<file path="src/include/z80_bridge_params.svh">
`ifndef Z80_BRIDGE_PARAMS_SVH
`define Z80_BRIDGE_PARAMS_SVH

// ***************************************************************************
// Bus cycle filter
// ***************************************************************************
`define Z80_CLK_FILTER   z80_bus_pkg::filt_cnt_t'(0)   // Extra edges, memory cycles
`define Z80_CLK_FILTER_P z80_bus_pkg::filt_cnt_t'(2)   // Extra edges, port cycles

// ***************************************************************************
// Memory window
// ***************************************************************************
`define MEMORY_RANGE     3'b010           // Address bits 21:19 of the 512 KB window
`define MEM_SIZE_BYTES   19'd40960        // GPU RAM size, above reads 0xFF
`define BANK_ID_ADDR     {15{1'b1}}       // Bits 18:4 of the ID block
`define BANK_ID_BYTES    '{8'd9, 8'd3, 8'd71, 8'd80, 8'd85, 8'd32, 8'd69, 8'd80, \
                           8'd52, 8'd67, 8'd69, 8'd49, 8'd48, 8'd0, 8'd255, 8'd255}

// ***************************************************************************
// IO ports
// ***************************************************************************
`define PORT_KBD_DATA    8'd240           // Keyboard character
`define PORT_KBD_STAT    8'd241           // Keyboard status
`define PORT_SPKR        8'd242           // Speaker enable pulse
`define PORT_SND_TONE    8'd244           // Sound tone register
`define PORT_SND_DUR     8'd245           // Sound duration register
`define PORT_GEO_LO      8'd246           // Geometry unit low byte
`define PORT_GEO_HI      8'd247           // Geometry unit high byte
`define PORT_RD_FIRST    8'd240           // Decoded read range
`define PORT_RD_LAST     8'd243

`define PS2_RDY_PATTERN  8'b00001111      // Ready held 4 cycles after low

`endif
</file>
<file path="src/logic/gpu_periph_pkg.sv">
`default_nettype none

// ***************************************************************************
// GPU side peripheral types
// ***************************************************************************
package gpu_periph_pkg;

   typedef logic [19:0] gpu_addr_t;   // GPU RAM byte address
   typedef logic [8:0]  snd_word_t;   // Bit 8 high for tone, low for duration
   typedef logic [7:0]  ps2_stat_t;   // Ready, break, 3 keyboard bits, 3 zeros

endpackage

`default_nettype wire

</file>
<file path="src/logic/z80_bus_pkg.sv">
`default_nettype none

// ***************************************************************************
// Z80 host side types
// ***************************************************************************
package z80_bus_pkg;

   typedef logic [21:0] z80_addr_t;   // Host 22-bit extended address
   typedef logic [7:0]  z80_data_t;   // One bus data byte
   typedef logic [2:0]  filt_cnt_t;   // Stability filter edge count

endpackage

`default_nettype wire

</file>
<file path="src/logic/z80_cycle_if.sv">
`timescale 1ns/1ps
`default_nettype none

interface z80_cycle_if;
   import z80_bus_pkg::*;

   z80_addr_t addr;            // Registered host address
   z80_data_t wdata;           // Registered write data
   logic      mem_wr_start;    // One-shot, qualified memory write
   logic      mem_rd_start;    // One-shot, qualified memory read
   logic      port_wr_start;   // One-shot, qualified port write
   logic      port_rd_start;   // One-shot, qualified port read
   logic      mem_rd_active;   // Held while memory read lasts
   logic      port_rd_active;  // Held while port read lasts
   logic      rd_strobe;       // Registered RD, active low

   modport sampler (output addr, wdata, mem_wr_start, mem_rd_start, port_wr_start,
                    port_rd_start, mem_rd_active, port_rd_active, rd_strobe);
   modport mem     (input addr, wdata, mem_wr_start, mem_rd_start, mem_rd_active);
   modport io      (input addr, wdata, port_wr_start, port_rd_start, port_rd_active);

endinterface

`default_nettype wire

</file>
<file path="src/logic/z80_bridge_top.sv">
`timescale 1ns/1ps
`default_nettype none

module z80_bridge_top (
   input  wire logic                    GPU_CLK,
   input  wire logic                    rst_n,
   // Z80 bus
   input  wire logic                    z80_clk,
   input  wire logic                    m1_n,
   input  wire logic                    mreq_n,
   input  wire logic                    iorq_n,
   input  wire logic                    rd_n,
   input  wire logic                    wr_n,
   input  wire z80_bus_pkg::z80_addr_t  z80_addr,
   input  wire z80_bus_pkg::z80_data_t  z80_wdata,
   output z80_bus_pkg::z80_data_t       z80_rdata,
   output logic                         rdata_ena,
   output logic                         data_dir,
   output logic                         oe_n,
   // GPU RAM
   input  wire z80_bus_pkg::z80_data_t  gpu_rdata,
   input  wire logic                    gpu_rd_rdy,
   output logic                         gpu_wr_ena,
   output logic                         gpu_rd_req,
   output gpu_periph_pkg::gpu_addr_t    gpu_addr,
   output z80_bus_pkg::z80_data_t       gpu_wdata,
   // Keyboard, sound and geometry unit
   input  wire logic                    ps2_rdy,
   input  wire z80_bus_pkg::z80_data_t  ps2_dat,
   input  wire logic [2:0]              ps2_status,
   output logic                         spkr_en,
   output logic                         snd_data_tx,
   output gpu_periph_pkg::snd_word_t    snd_data,
   output logic                         geo_wr_lo_strobe,
   output logic                         geo_wr_hi_strobe,
   output z80_bus_pkg::z80_data_t       geo_wr_lo,
   output z80_bus_pkg::z80_data_t       geo_wr_hi
);
   import z80_bus_pkg::*;

   logic      mem_rsp_valid;
   z80_data_t mem_rsp_data;
   logic      port_rsp_valid;
   z80_data_t port_rsp_data;

   z80_cycle_if cyc ();

   z80_bus_sampler u_sampler (
      .GPU_CLK, .rst_n, .z80_clk, .m1_n, .mreq_n, .iorq_n, .rd_n, .wr_n,
      .z80_addr, .z80_wdata, .cyc(cyc)
   );

   gpu_mem_port u_mem (
      .GPU_CLK, .rst_n, .cyc(cyc), .gpu_rdata, .gpu_rd_rdy, .gpu_wr_ena, .gpu_rd_req,
      .gpu_addr, .gpu_wdata, .mem_rsp_valid, .mem_rsp_data
   );

   io_port_regs u_io (
      .GPU_CLK, .rst_n, .cyc(cyc), .ps2_rdy, .ps2_dat, .ps2_status, .spkr_en,
      .snd_data_tx, .snd_data, .geo_wr_lo_strobe, .geo_wr_hi_strobe, .geo_wr_lo,
      .geo_wr_hi, .port_rsp_valid, .port_rsp_data
   );

   z80_read_driver u_rd (
      .GPU_CLK, .rst_n, .rd_strobe(cyc.rd_strobe), .mem_rsp_valid, .mem_rsp_data,
      .port_rsp_valid, .port_rsp_data, .z80_rdata, .rdata_ena, .data_dir, .oe_n
   );

endmodule

`default_nettype wire

</file>
<file path="src/logic/z80_read_driver.sv">
`timescale 1ns/1ps
`default_nettype none

module z80_read_driver (
   input  wire logic                    GPU_CLK,
   input  wire logic                    rst_n,
   input  wire logic                    rd_strobe,
   input  wire logic                    mem_rsp_valid,
   input  wire z80_bus_pkg::z80_data_t  mem_rsp_data,
   input  wire logic                    port_rsp_valid,
   input  wire z80_bus_pkg::z80_data_t  port_rsp_data,
   output z80_bus_pkg::z80_data_t       z80_rdata,
   output logic                         rdata_ena,
   output logic                         data_dir,
   output logic                         oe_n
);
   import z80_bus_pkg::*;

   localparam logic DIR_IN  = 1'b0;   // Translator toward FPGA
   localparam logic DIR_OUT = 1'b1;   // Translator toward Z80

   z80_data_t rdata_i;
   z80_data_t rdata_s1;
   logic      ena_i;
   logic      ena_s1;
   logic      dir_i;
   logic      dir_s1;
   logic      oe_n_i;
   logic      oe_n_s1;

   always_ff @(posedge GPU_CLK or negedge rst_n) begin
      if (!rst_n) begin
         ena_i     <= 1'b0;
         dir_i     <= DIR_IN;
         oe_n_i    <= 1'b1;
         ena_s1    <= 1'b0;
         dir_s1    <= DIR_IN;
         oe_n_s1   <= 1'b1;
         rdata_ena <= 1'b0;
         data_dir  <= DIR_IN;
         oe_n      <= 1'b1;
      end else begin
         if (rd_strobe) begin                            // RD released
            ena_i  <= 1'b0;
            dir_i  <= DIR_IN;
            oe_n_i <= 1'b1;
         end else if (mem_rsp_valid || port_rsp_valid) begin
            ena_i  <= 1'b1;
            dir_i  <= DIR_OUT;
            oe_n_i <= 1'b0;
         end
         ena_s1    <= ena_i;                             // Two stages to the bus
         dir_s1    <= dir_i;
         oe_n_s1   <= oe_n_i;
         rdata_ena <= ena_s1;
         data_dir  <= dir_s1;
         oe_n      <= oe_n_s1;
      end
   end

   always_ff @(posedge GPU_CLK) begin
      if (rd_strobe)           rdata_i <= '0;
      else if (mem_rsp_valid)  rdata_i <= mem_rsp_data;
      else if (port_rsp_valid) rdata_i <= port_rsp_data;
      rdata_s1  <= rdata_i;
      z80_rdata <= rdata_s1;
   end

endmodule

`default_nettype wire

</file>
<file path="src/logic/io_port_regs.sv">
`timescale 1ns/1ps
`default_nettype none
`include "z80_bridge_params.svh"

module io_port_regs (
   input  wire logic                    GPU_CLK,
   input  wire logic                    rst_n,
   z80_cycle_if.io                      cyc,
   input  wire logic                    ps2_rdy,
   input  wire z80_bus_pkg::z80_data_t  ps2_dat,
   input  wire logic [2:0]              ps2_status,
   output logic                         spkr_en,
   output logic                         snd_data_tx,
   output gpu_periph_pkg::snd_word_t    snd_data,
   output logic                         geo_wr_lo_strobe,
   output logic                         geo_wr_hi_strobe,
   output z80_bus_pkg::z80_data_t       geo_wr_lo,
   output z80_bus_pkg::z80_data_t       geo_wr_hi,
   output logic                         port_rsp_valid,
   output z80_bus_pkg::z80_data_t       port_rsp_data
);
   import z80_bus_pkg::*;
   import gpu_periph_pkg::*;

   z80_data_t port;              // Low address byte selects the port
   logic      wr_tone;
   logic      wr_dur;
   logic      rd_in_range;
   z80_data_t ps2_hist;          // Ready history, newest in bit 0
   z80_data_t ps2_char;          // Latched key character
   ps2_stat_t ps2_stat;          // Latched keyboard status

   assign port        = cyc.addr[7:0];
   assign wr_tone     = cyc.port_wr_start && (port == `PORT_SND_TONE);
   assign wr_dur      = cyc.port_wr_start && (port == `PORT_SND_DUR);
   assign rd_in_range = (port >= `PORT_RD_FIRST) && (port <= `PORT_RD_LAST);

   // ************************************************************************
   // Port write strobes
   // ************************************************************************
   always_ff @(posedge GPU_CLK or negedge rst_n) begin
      if (!rst_n) begin
         spkr_en          <= 1'b0;
         snd_data_tx      <= 1'b0;
         geo_wr_lo_strobe <= 1'b0;
         geo_wr_hi_strobe <= 1'b0;
      end else begin
         spkr_en          <= cyc.port_wr_start && (port == `PORT_SPKR);
         snd_data_tx      <= wr_tone || wr_dur;
         geo_wr_lo_strobe <= cyc.port_wr_start && (port == `PORT_GEO_LO);
         geo_wr_hi_strobe <= cyc.port_wr_start && (port == `PORT_GEO_HI);
      end
   end

   always_ff @(posedge GPU_CLK) begin
      if (wr_tone || wr_dur) snd_data <= {wr_tone, cyc.wdata};   // Bit 8 selects tone
      if (cyc.port_wr_start && (port == `PORT_GEO_LO)) geo_wr_lo <= cyc.wdata;
      if (cyc.port_wr_start && (port == `PORT_GEO_HI)) geo_wr_hi <= cyc.wdata;
   end

   // ************************************************************************
   // Keyboard latch and port reads
   // ************************************************************************
   always_ff @(posedge GPU_CLK or negedge rst_n) begin
      if (!rst_n) begin
         ps2_hist       <= '0;
         ps2_char       <= '0;
         ps2_stat       <= '0;
         port_rsp_valid <= 1'b0;
         port_rsp_data  <= '0;
      end else begin
         ps2_hist       <= {ps2_hist[6:0], ps2_rdy};
         port_rsp_valid <= cyc.port_rd_active && rd_in_range;
         if (cyc.port_rd_start) begin
            case (port)
               `PORT_KBD_DATA: begin
                  port_rsp_data <= ps2_char;
                  ps2_char      <= '0;        // Character consumed
                  ps2_stat[0]   <= 1'b0;      // No longer ready
               end
               `PORT_KBD_STAT: port_rsp_data <= ps2_stat;
               default:        port_rsp_data <= '0;
            endcase
         end
         if (ps2_hist == `PS2_RDY_PATTERN) begin   // New key wins over a read
            ps2_char <= ps2_dat;
            ps2_stat <= {3'b000, ps2_status, ps2_dat[7], 1'b1};
         end
      end
   end

endmodule

`default_nettype wire

</file>
<file path="src/logic/gpu_mem_port.sv">
`timescale 1ns/1ps
`default_nettype none
`include "z80_bridge_params.svh"

module gpu_mem_port (
   input  wire logic                    GPU_CLK,
   input  wire logic                    rst_n,
   z80_cycle_if.mem                     cyc,
   input  wire z80_bus_pkg::z80_data_t  gpu_rdata,
   input  wire logic                    gpu_rd_rdy,
   output logic                         gpu_wr_ena,
   output logic                         gpu_rd_req,
   output gpu_periph_pkg::gpu_addr_t    gpu_addr,
   output z80_bus_pkg::z80_data_t       gpu_wdata,
   output logic                         mem_rsp_valid,
   output z80_bus_pkg::z80_data_t       mem_rsp_data
);
   import z80_bus_pkg::*;

   localparam z80_data_t BANK_ID [16] = `BANK_ID_BYTES;

   logic in_bank;               // Inside the 512 KB window
   logic in_range;              // Backed by GPU RAM
   logic in_id;                 // Bank-ID block at top of window

   assign in_bank  = cyc.addr[21:19] == `MEMORY_RANGE;
   assign in_range = in_bank && (cyc.addr[18:0] < `MEM_SIZE_BYTES);
   assign in_id    = in_bank && (cyc.addr[18:4] == `BANK_ID_ADDR);

   // ************************************************************************
   // GPU RAM requests
   // ************************************************************************
   always_ff @(posedge GPU_CLK or negedge rst_n) begin
      if (!rst_n) begin
         gpu_wr_ena <= 1'b0;
         gpu_rd_req <= 1'b0;
      end else begin
         gpu_wr_ena <= cyc.mem_wr_start && in_range;   // One clock per write
         gpu_rd_req <= cyc.mem_rd_start && in_range;   // One clock per read
      end
   end

   always_ff @(posedge GPU_CLK) begin
      if ((cyc.mem_wr_start || cyc.mem_rd_start) && in_range) begin
         gpu_addr <= {1'b0, cyc.addr[18:0]};   // Offset inside window
      end
      if (cyc.mem_wr_start && in_range) begin
         gpu_wdata <= cyc.wdata;
      end
   end

   // ************************************************************************
   // Read response
   // ************************************************************************
   assign mem_rsp_valid = cyc.mem_rd_active &&
                          ((in_range && gpu_rd_rdy) || (in_bank && !in_range));

   always_comb begin
      if (in_range)   mem_rsp_data = gpu_rdata;                 // RAM byte
      else if (in_id) mem_rsp_data = BANK_ID[cyc.addr[3:0]];    // Bank-ID table
      else            mem_rsp_data = 8'hff;                     // Unbacked window
   end

endmodule

`default_nettype wire

</file>
<file path="src/logic/z80_bus_sampler.sv">
`timescale 1ns/1ps
`default_nettype none
`include "z80_bridge_params.svh"

module z80_bus_sampler (
   input  wire logic                   GPU_CLK,
   input  wire logic                   rst_n,
   input  wire logic                   z80_clk,
   input  wire logic                   m1_n,
   input  wire logic                   mreq_n,
   input  wire logic                   iorq_n,
   input  wire logic                   rd_n,
   input  wire logic                   wr_n,
   input  wire z80_bus_pkg::z80_addr_t z80_addr,
   input  wire z80_bus_pkg::z80_data_t z80_wdata,
   z80_cycle_if.sampler                cyc
);
   import z80_bus_pkg::*;

   // Kind index 0 mem write, 1 mem read, 2 port write, 3 port read
   localparam filt_cnt_t FILT_LEN [4] = '{`Z80_CLK_FILTER, `Z80_CLK_FILTER,
                                          `Z80_CLK_FILTER_P, `Z80_CLK_FILTER_P};

   logic       clk_r;           // Z80_CLK first stage
   logic       clk_r2;          // Z80_CLK second stage
   logic       m1_r;
   logic       mreq_r;
   logic       iorq_r;
   logic       rd_r;
   logic       wr_r;
   z80_addr_t  addr_r;
   z80_data_t  wdata_r;
   logic       zclk;            // Either Z80_CLK edge
   logic [3:0] op;              // Raw decoded kinds
   logic [3:0] idle;            // Strobe of each kind released
   logic [3:0] level;           // Qualified cycle levels
   logic [3:0] level_d;         // Delayed levels for one-shots
   filt_cnt_t  cnt [4];         // Hysteresis counters

   assign zclk = clk_r ^ clk_r2;

   // M1 high and exactly one of MREQ and IORQ
   assign op[0] = m1_r & ~mreq_r &  iorq_r &  rd_r & ~wr_r;
   assign op[1] = m1_r & ~mreq_r &  iorq_r & ~rd_r &  wr_r;
   assign op[2] = m1_r &  mreq_r & ~iorq_r &  rd_r & ~wr_r;
   assign op[3] = m1_r &  mreq_r & ~iorq_r & ~rd_r &  wr_r;
   assign idle  = {rd_r, wr_r, rd_r, wr_r};

   // ************************************************************************
   // Input registers
   // ************************************************************************
   always_ff @(posedge GPU_CLK or negedge rst_n) begin
      if (!rst_n) begin
         clk_r  <= 1'b0;
         clk_r2 <= 1'b0;
         m1_r   <= 1'b1;         // Controls idle high
         mreq_r <= 1'b1;
         iorq_r <= 1'b1;
         rd_r   <= 1'b1;
         wr_r   <= 1'b1;
      end else begin
         clk_r  <= z80_clk;
         clk_r2 <= clk_r;
         m1_r   <= m1_n;
         mreq_r <= mreq_n;
         iorq_r <= iorq_n;
         rd_r   <= rd_n;
         wr_r   <= wr_n;
      end
   end

   always_ff @(posedge GPU_CLK) begin
      addr_r  <= z80_addr;
      wdata_r <= z80_wdata;
   end

   // ************************************************************************
   // Stability filter
   // ************************************************************************
   always_ff @(posedge GPU_CLK or negedge rst_n) begin
      if (!rst_n) begin
         level   <= '0;
         level_d <= '0;
         for (int k = 0; k < 4; k++) cnt[k] <= '0;
      end else begin
         level_d <= level;
         for (int k = 0; k < 4; k++) begin
            if (idle[k]) begin
               cnt[k]   <= '0;   // Cleared while strobe inactive
               level[k] <= 1'b0;
            end else if (zclk && op[k]) begin
               if (cnt[k] != FILT_LEN[k]) cnt[k] <= cnt[k] + 1'b1;
               else level[k] <= 1'b1;   // Seen on filter+1 edges
            end
         end
      end
   end

   assign cyc.addr           = addr_r;
   assign cyc.wdata          = wdata_r;
   assign cyc.mem_wr_start   = level[0] & ~level_d[0];
   assign cyc.mem_rd_start   = level[1] & ~level_d[1];
   assign cyc.port_wr_start  = level[2] & ~level_d[2];
   assign cyc.port_rd_start  = level[3] & ~level_d[3];
   assign cyc.mem_rd_active  = level[1];
   assign cyc.port_rd_active = level[3];
   assign cyc.rd_strobe      = rd_r;

endmodule

`default_nettype wire

</file>
<file path="config.mk">
export PLATFORM = sky130hd
export DESIGN_NAME = z80_bridge_top
export DESIGN_NICKNAME = d
export VERILOG_FILES = /design/src/logic/gpu_periph_pkg.sv /design/src/logic/z80_bus_pkg.sv /design/src/logic/z80_cycle_if.sv /design/src/logic/z80_bridge_top.sv /design/src/logic/z80_read_driver.sv /design/src/logic/io_port_regs.sv /design/src/logic/gpu_mem_port.sv /design/src/logic/z80_bus_sampler.sv
export VERILOG_INCLUDE_DIRS = /design/src /design/src/include
export SDC_FILE = /design/constraint.sdc
export NUM_CORES = 1
export LEC_CHECK = 0
export BUFFER_PORTS_ARGS = -buffer_cell sky130_fd_sc_hd__buf_2
export CORE_ASPECT_RATIO = 0.8
export CORE_MARGIN = 2
export CORE_UTILIZATION = 50
export CTS_CLUSTER_SIZE = 40
export DETAILED_ROUTE_END_ITERATION = 6
export PLACE_DENSITY = 0.82
export SYNTH_ARGS = -nofsm -noshare
export SYNTH_HDL_FRONTEND = slang
export SYNTH_HIERARCHICAL = 1
export SYNTH_SLANG_ARGS = --single-unit
</file>
<file path="constraint.sdc">
create_clock -name GPU_CLK -period 3.27 [get_ports GPU_CLK]
set_clock_uncertainty 0.2 [all_clocks]
set_input_delay 0.981 -clock GPU_CLK [delete_from_list [all_inputs] [get_ports GPU_CLK]]
set_output_delay 0.981 -clock GPU_CLK [all_outputs]
set_load 0.02 [all_outputs]
</file>
* Word level (Yosys, flattened, before mapping)
Memories as Yosys holds them, arrays and structs flattened. Cells that the tools add are included.
Word-level totals: memories kept 1, word-level logic and storage cells 183, ROM bits 128, bits of input ports 59, output and inout port bits 70, register bits after elaboration 175
Operators by class: multiplexer cells 41, add/sub/neg operators 4, reductions and logical operators 47, eq/ne operators 16, bitwise logic cells 26, magnitude comparators 4
Memories:
- (name not given) | depth 16, width 8, rd ports 1, clocked after Yosys merged registers in 0, wr ports 0, RTL line gpu_mem_port.sv:60 | else if (in_id) mem_rsp_data = BANK_ID[cyc.addr[3:0]];
Operator list (count):
- $mux 8 | 9
- $eq 8x8->1 const B | 7
- $mux 3 | 12
- $reduce_bool 2->1 | 12
- $logic_and 1x1->1 | 19
- $lt 19x16->1 const B | 1
- $mux 1 | 19
- $reduce_and 2->1 | 9
- $and 1x1->1 | 16
- $pmux 8 s2 | 1
- $eq 15x15->1 const B | 1
- $add 3x1->3 const B | 4
- $eq 8x4->1 const B | 1
- $ge 8x8->1 const B | 1
- $le 8x8->1 const B | 1
- $ne 2x1->1 const B | 4
- $not 1->1 | 8
- $ne 3x2->1 const B | 2
- $reduce_bool 3->1 | 2
- $ge 5x5->1 const B | 1
- $not 4->5 | 1
- $logic_or 1x1->1 | 4
- $eq 3x2->1 const B | 1
- $logic_not 1->1 | 1
- $xor 1x1->1 | 1

* Longest topological paths before layout
word-level depth 9, mapped depth 8, mapped depth without buffers 8

* Cells and area by module
Netlist, hierarchy kept.
Modules (own cells, without submodules):
- io_port_regs | seq. area each 1601.5 um2, cells an instance 118, instances 1, area each 2099.5 um2
- z80_bus_sampler | seq. area each 1282.5 um2, cells an instance 141, instances 1, area each 1903.1 um2
- gpu_mem_port | seq. area each 860.8 um2, cells an instance 92, instances 1, area each 1303.8 um2
- z80_read_driver | seq. area each 634.4 um2, cells an instance 63, instances 1, area each 875.8 um2

* Worst setup path after synthesis
Ideal clock, no wire load.
path kind reg2reg, start register u_sampler.addr_r[17] (netlist: u_sampler/cyc.addr[17]), end register u_mem.gpu_addr[0] (enable), period minus slack after synthesis 2404 ps, path slack 866 ps, data arrival time 1803 ps, stages on the path, launching flop included 5, setup time 401 ps, cells stage by stage dfxtp_1 > nor3_1 > nand4_1 > buf_2 > a21oi_1
Between the ends: longest elaborated chain between the ends 3
RTL lines:
- start, declared | RTL line z80_bus_sampler.sv:31 | z80_addr_t addr_r;
- start signal, assigned | RTL line z80_bus_sampler.sv:73 | addr_r <= z80_addr;
- $lt 19x16->1 (no source line)
- $logic_and 1x1->1 | RTL line gpu_mem_port.sv:27 | assign in_range = in_bank && (cyc.addr[18:0] < `MEM_SIZE_BYTES);
- $logic_and 1x1->1 | RTL line gpu_mem_port.sv:44 | if ((cyc.mem_wr_start || cyc.mem_rd_start) && in_range) begin
- end signal, assigned | RTL line gpu_mem_port.sv:45 | gpu_addr <= {1'b0, cyc.addr[18:0]};
- end, declared | RTL line gpu_mem_port.sv:13 | output gpu_periph_pkg::gpu_addr_t gpu_addr,
Every way passes these cells. A chain may end at the register's enable or synchronous reset.

* Worst setup path after layout
start register u_sampler.addr_r[0] (netlist: u_sampler/cyc.addr[0]), end register u_rd.rdata_i[5]
Between the ends: longest elaborated chain between the ends 7
RTL lines:
- $not 4->5 (not written as such) | RTL line gpu_mem_port.sv:60
- $mem_v2 16x8
- $mux 8 (not written as such) (2 in a row) | RTL line gpu_mem_port.sv:60
- $mux 8 | RTL line gpu_mem_port.sv:60
- $mux 8 (*) | RTL line gpu_mem_port.sv:59 | if (in_range) mem_rsp_data = gpu_rdata;
- named net mem_rsp_data[5] | RTL line z80_bridge_top.sv:42 | z80_data_t mem_rsp_data;
- $mux 8 (*) | RTL line z80_read_driver.sv:63 | else if (mem_rsp_valid) rdata_i <= mem_rsp_data;
- end signal, assigned | RTL line z80_read_driver.sv:63
- end signal, assigned | RTL line z80_read_driver.sv:64 | else if (port_rsp_valid) rdata_i <= port_rsp_data;
- end, declared | RTL line z80_read_driver.sv:22 | z80_data_t rdata_i;
Mark *: on every way through the listed nets, which the timed path passes. The rest lies on a longest branch. The select of a mux whose other input is x is not followed.

==> flow_summary_export.csv <==
group,metric,value,unit
status,status,"finished clean",
worst_setup_path,cp_max_fo,17,
layout,areaGrowthSynthToFinish,22.10,%
synth,synth_top_family_by_area,"simple AND/OR/NAND/NOR gates",
global_routing,antenna_found_initial,1,
synth,syn_area,6182,um^2
layout,drive_above_1_share,33.92,%
worst_setup_path,crit_end,"u_rd/rdata_i[5]",
worst_setup_path,r2r_end,"u_rd/rdata_i[5]",
synth,synthXorXnorAreaFrac,0.5262,%
synth,ys_seq_area_share,70.84,%
clocking,htreeDepth,4,
floorplan,row_count,36,
global_routing,gr-total-overflow,0,
route,drt-met1-wl,5561,um
synth,synthArstFlopShare,39.43,%
power,p_total,4.458,mW
global_routing,grt_pass1_vias,3836,
global_routing,grt_use_total,19.77,%
timing,finalSetupViolations,0,
timing,max_slew_margin,53.76,%
synth,synth_simple_gate_area_share,11.01,%
worst_setup_path,cp.required,3.40,ns
route,drc,0,
route,wl_per_cell,17.56,um
floorplan,core_area,12120,um^2
worst_setup_path,startpoint,"u_sampler/cyc.addr[0]",
clocking,clockRootBuffer,"clkbuf_16",
clocking,clock-sinks,175,
layout,final_common_cell,"buf_2",
route,drtPass1Iterations,4,
timing,rsz0062_at_grt,"false",
floorplan,pin_count,129,
floorplan,start_util,51.02,%
global_routing,grt_first_pass_wirelength,19600,um
layout,fin_area,7548,um^2
route,ant_nets,0,
synth,syn_inst,414,
synth,synth_compound_area_share,7.063,%
synth,synth_cell_types,57,
worst_setup_path,r2r-start,"u_sampler/cyc.addr[0]",
job,drv_cap,0,
timing,period_share,70.15,%
route,met2_length,6299,um
clocking,clock_path_buffers,2,
placed_design,dp_hpwl,8907,um
route,viasPerCell,5.259,
floorplan,dieArea,13280,um^2
clocking,cts_tree,"yes",
synth,yosysWarnings,6,
worst_setup_path,worstSetupPathType,"register to register",
clocking,numCtsBuffers,17,
timing,setup-tns-final,0,ns
synth,synth.avg_cell_area,14.93,um^2
clocking,post_cts_buffers,0,
synth,synth_fa_ha_area_share,2.833,%
route,drt_iter0_drc,275,
clocking,postCtsResizedCells,0,
timing,drv_slew,0,
synth,syn-num-nets,487,
placed_design,placed_area,6970,um^2
placed_design,gp_congestion,0.8590,
worst_setup_path,startpoint_type,"register",
layout,final_cell_mix,"buf_2 (127), dfrtp_1 (61), dfxtp_1 (54)",
floorplan,fp.dieH,103.5,um
route,routed_wl,12610,um
layout,antenna_cells,0,
route,via_count,3776,
timing,worstMarginPinSlew,0.6937,ns
power,peakVddDrop,0.3637,mV
worst_setup_path,cp-end-kind,"register",
power,power_density,590.6,nW/um^2
route,wl_met3,605,um
synth,synth_edf_count,52,
placed_design,portBuffers,127,
route,routed.top_layer,"met4",
synth,ys.flop_type,"dfrtp_1",
synth,muxShareOfSynthArea,5.242,%
global_routing,grt_max_degree,32,
clocking,cts_hold_buf,0,
worst_setup_path,reg2reg_depth,8,
clocking,clk_latency,0.42,ns
power,power.leakage,3.230,nW
floorplan,die_x,128.3,um
timing,fin_crit,2.294,ns
synth,ys_ff_latch,175,
clocking,path_clk_slew,0.07,ns
worst_setup_path,worst_ep_arrival_time,2.43,ns
layout,nNetsFinal,627,
hold_path,hold_path.class,"register to register",
timing,clock.fmax,435.9,MHz
timing,finalHoldViolCount,0,
worst_setup_path,rrSetupSlack,0.98,ns
-- flip-flops by register name, summed over array words and instances, names as in the netlist, 9 cells and up --
register,flops
u_io/snd_data,9
u_mem/gpu_addr,19
u_sampler/cnt,12
u_sampler/cyc.addr,22
-- power breakdown --
part,switching (mW),total (mW),internal [mW]
clock,0.846,1.96,1.11
sequential,0.0577,2.36,2.30
combinational,0.0749,0.142,0.0669
total,0.979,4.46,3.48
-- synth_stat cells (2+ instances only) --
cell | count | share of area, %
a211oi_1 | 8 | 0.97
a21oi_1 | 2 | 0.16
a22o_1 | 3 | 0.43
a31oi_1 | 4 | 0.40
and4b_1 | 4 | 0.65
buf_2 | 5 | 0.40
buf_4 | 2 | 0.24
buf_6 | 2 | 0.36
clkbuf_1 | 3 | 0.18
dfrtp_1 | 61 | 25
dfstp_2 | 8 | 3.4
dfxtp_1 | 54 | 17
edfxtp_1 | 52 | 25
ha_1 | 14 | 2.8
inv_1 | 14 | 0.85
mux2_1 | 11 | 2.0
mux2_4 | 2 | 0.49
mux2i_1 | 17 | 2.8
nand2_1 | 8 | 0.49
nand2b_1 | 5 | 0.51
nand3_1 | 6 | 0.49
nand4_1 | 6 | 0.61
nand4b_1 | 2 | 0.28
nor2_1 | 25 | 1.5
nor2b_1 | 23 | 2.3
nor3_1 | 9 | 0.73
nor3b_2 | 3 | 0.61
o211ai_1 | 2 | 0.24
o21ai_0 | 13 | 1.1
o22a_1 | 5 | 0.71
o22a_2 | 2 | 0.32
o2bb2ai_1 | 13 | 1.8
o31a_1 | 2 | 0.28
-- worst min path at each step --
| stage | to | from | slack, ns | cells after the start |
|---|---|---|---|---|
| 6_report | u_rd/z80_rdata[1] | u_rd/rdata_s1[1] | 0.13 | 0 |
| 5_1_grt | u_rd/z80_rdata[3] | u_rd/rdata_s1[3] | 0.14 | 0 |
| 4_1_cts | u_rd/z80_rdata[3] | u_rd/rdata_s1[3] | 0.13 | 0 |
| 3_5_place_dp | u_rd/z80_rdata[3] | u_rd/rdata_s1[3] | 0.11 | 0 |
| 3_3_place_gp | u_rd/z80_rdata[0] | u_rd/rdata_s1[0] | 0.11 | 0 |
| 2_1_floorplan | u_rd/z80_rdata[0] | u_rd/rdata_s1[0] | 0.11 | 0 |
-- worst max-delay path, stage by stage (launching register included) --
cell	delay, ns
dfxtp_1	0.73
inv_1	0.17
ha_1	0.37
nand2b_1	0.12
nand3_1	0.10
o21ai_0	0.12
o22a_1	0.15
nor2b_1	0.05
a211oi_1	0.21
-- metrics by stage --
step                worst slack, ns  utilization [%]  std cells  hold slack, ns
floorplan                    0.8661                -        414          0.1096
finish                       0.9761            62.30        718          0.1293
global route                 0.7521            62.30        718          0.1357
global placement              1.080            57.53        687          0.1107
CTS                          0.9839            62.30        718          0.1290
detailed placement           0.9667            57.53        687          0.1135
-- cell type report --
| class | instances | area (um^2) |
|---|---|---|
| sequential | 175 | 4379 |
| clock buffer | 20 | 456.7 |
| clock inverter | 11 | 121.4 |
| multi-input combinational | 211 | 1657 |
| timing repair buffer | 134 | 688.2 |
| tap | 152 | 190.2 |
| fill | 912 | 4568 |
| inverter | 15 | 56.30 |
-- cells by family after synthesis --
family	count (synthesis)
XOR/XNOR	2
adder cells (fa/ha/maj)	14
buffers and inverters	28
multiplexers	30
flip-flops	175
AND/OR/NAND/NOR	105
AO/OA/AOI/OAI	59
other	1
-- layer usage --
layer	vias up	track usage [%]
li1	1781	-
met1	1862	24.95
met2	121	32.90
met3	12	6.636
met4	0	6.002
met5	-	0
Power figures use the tool's default switching activity.
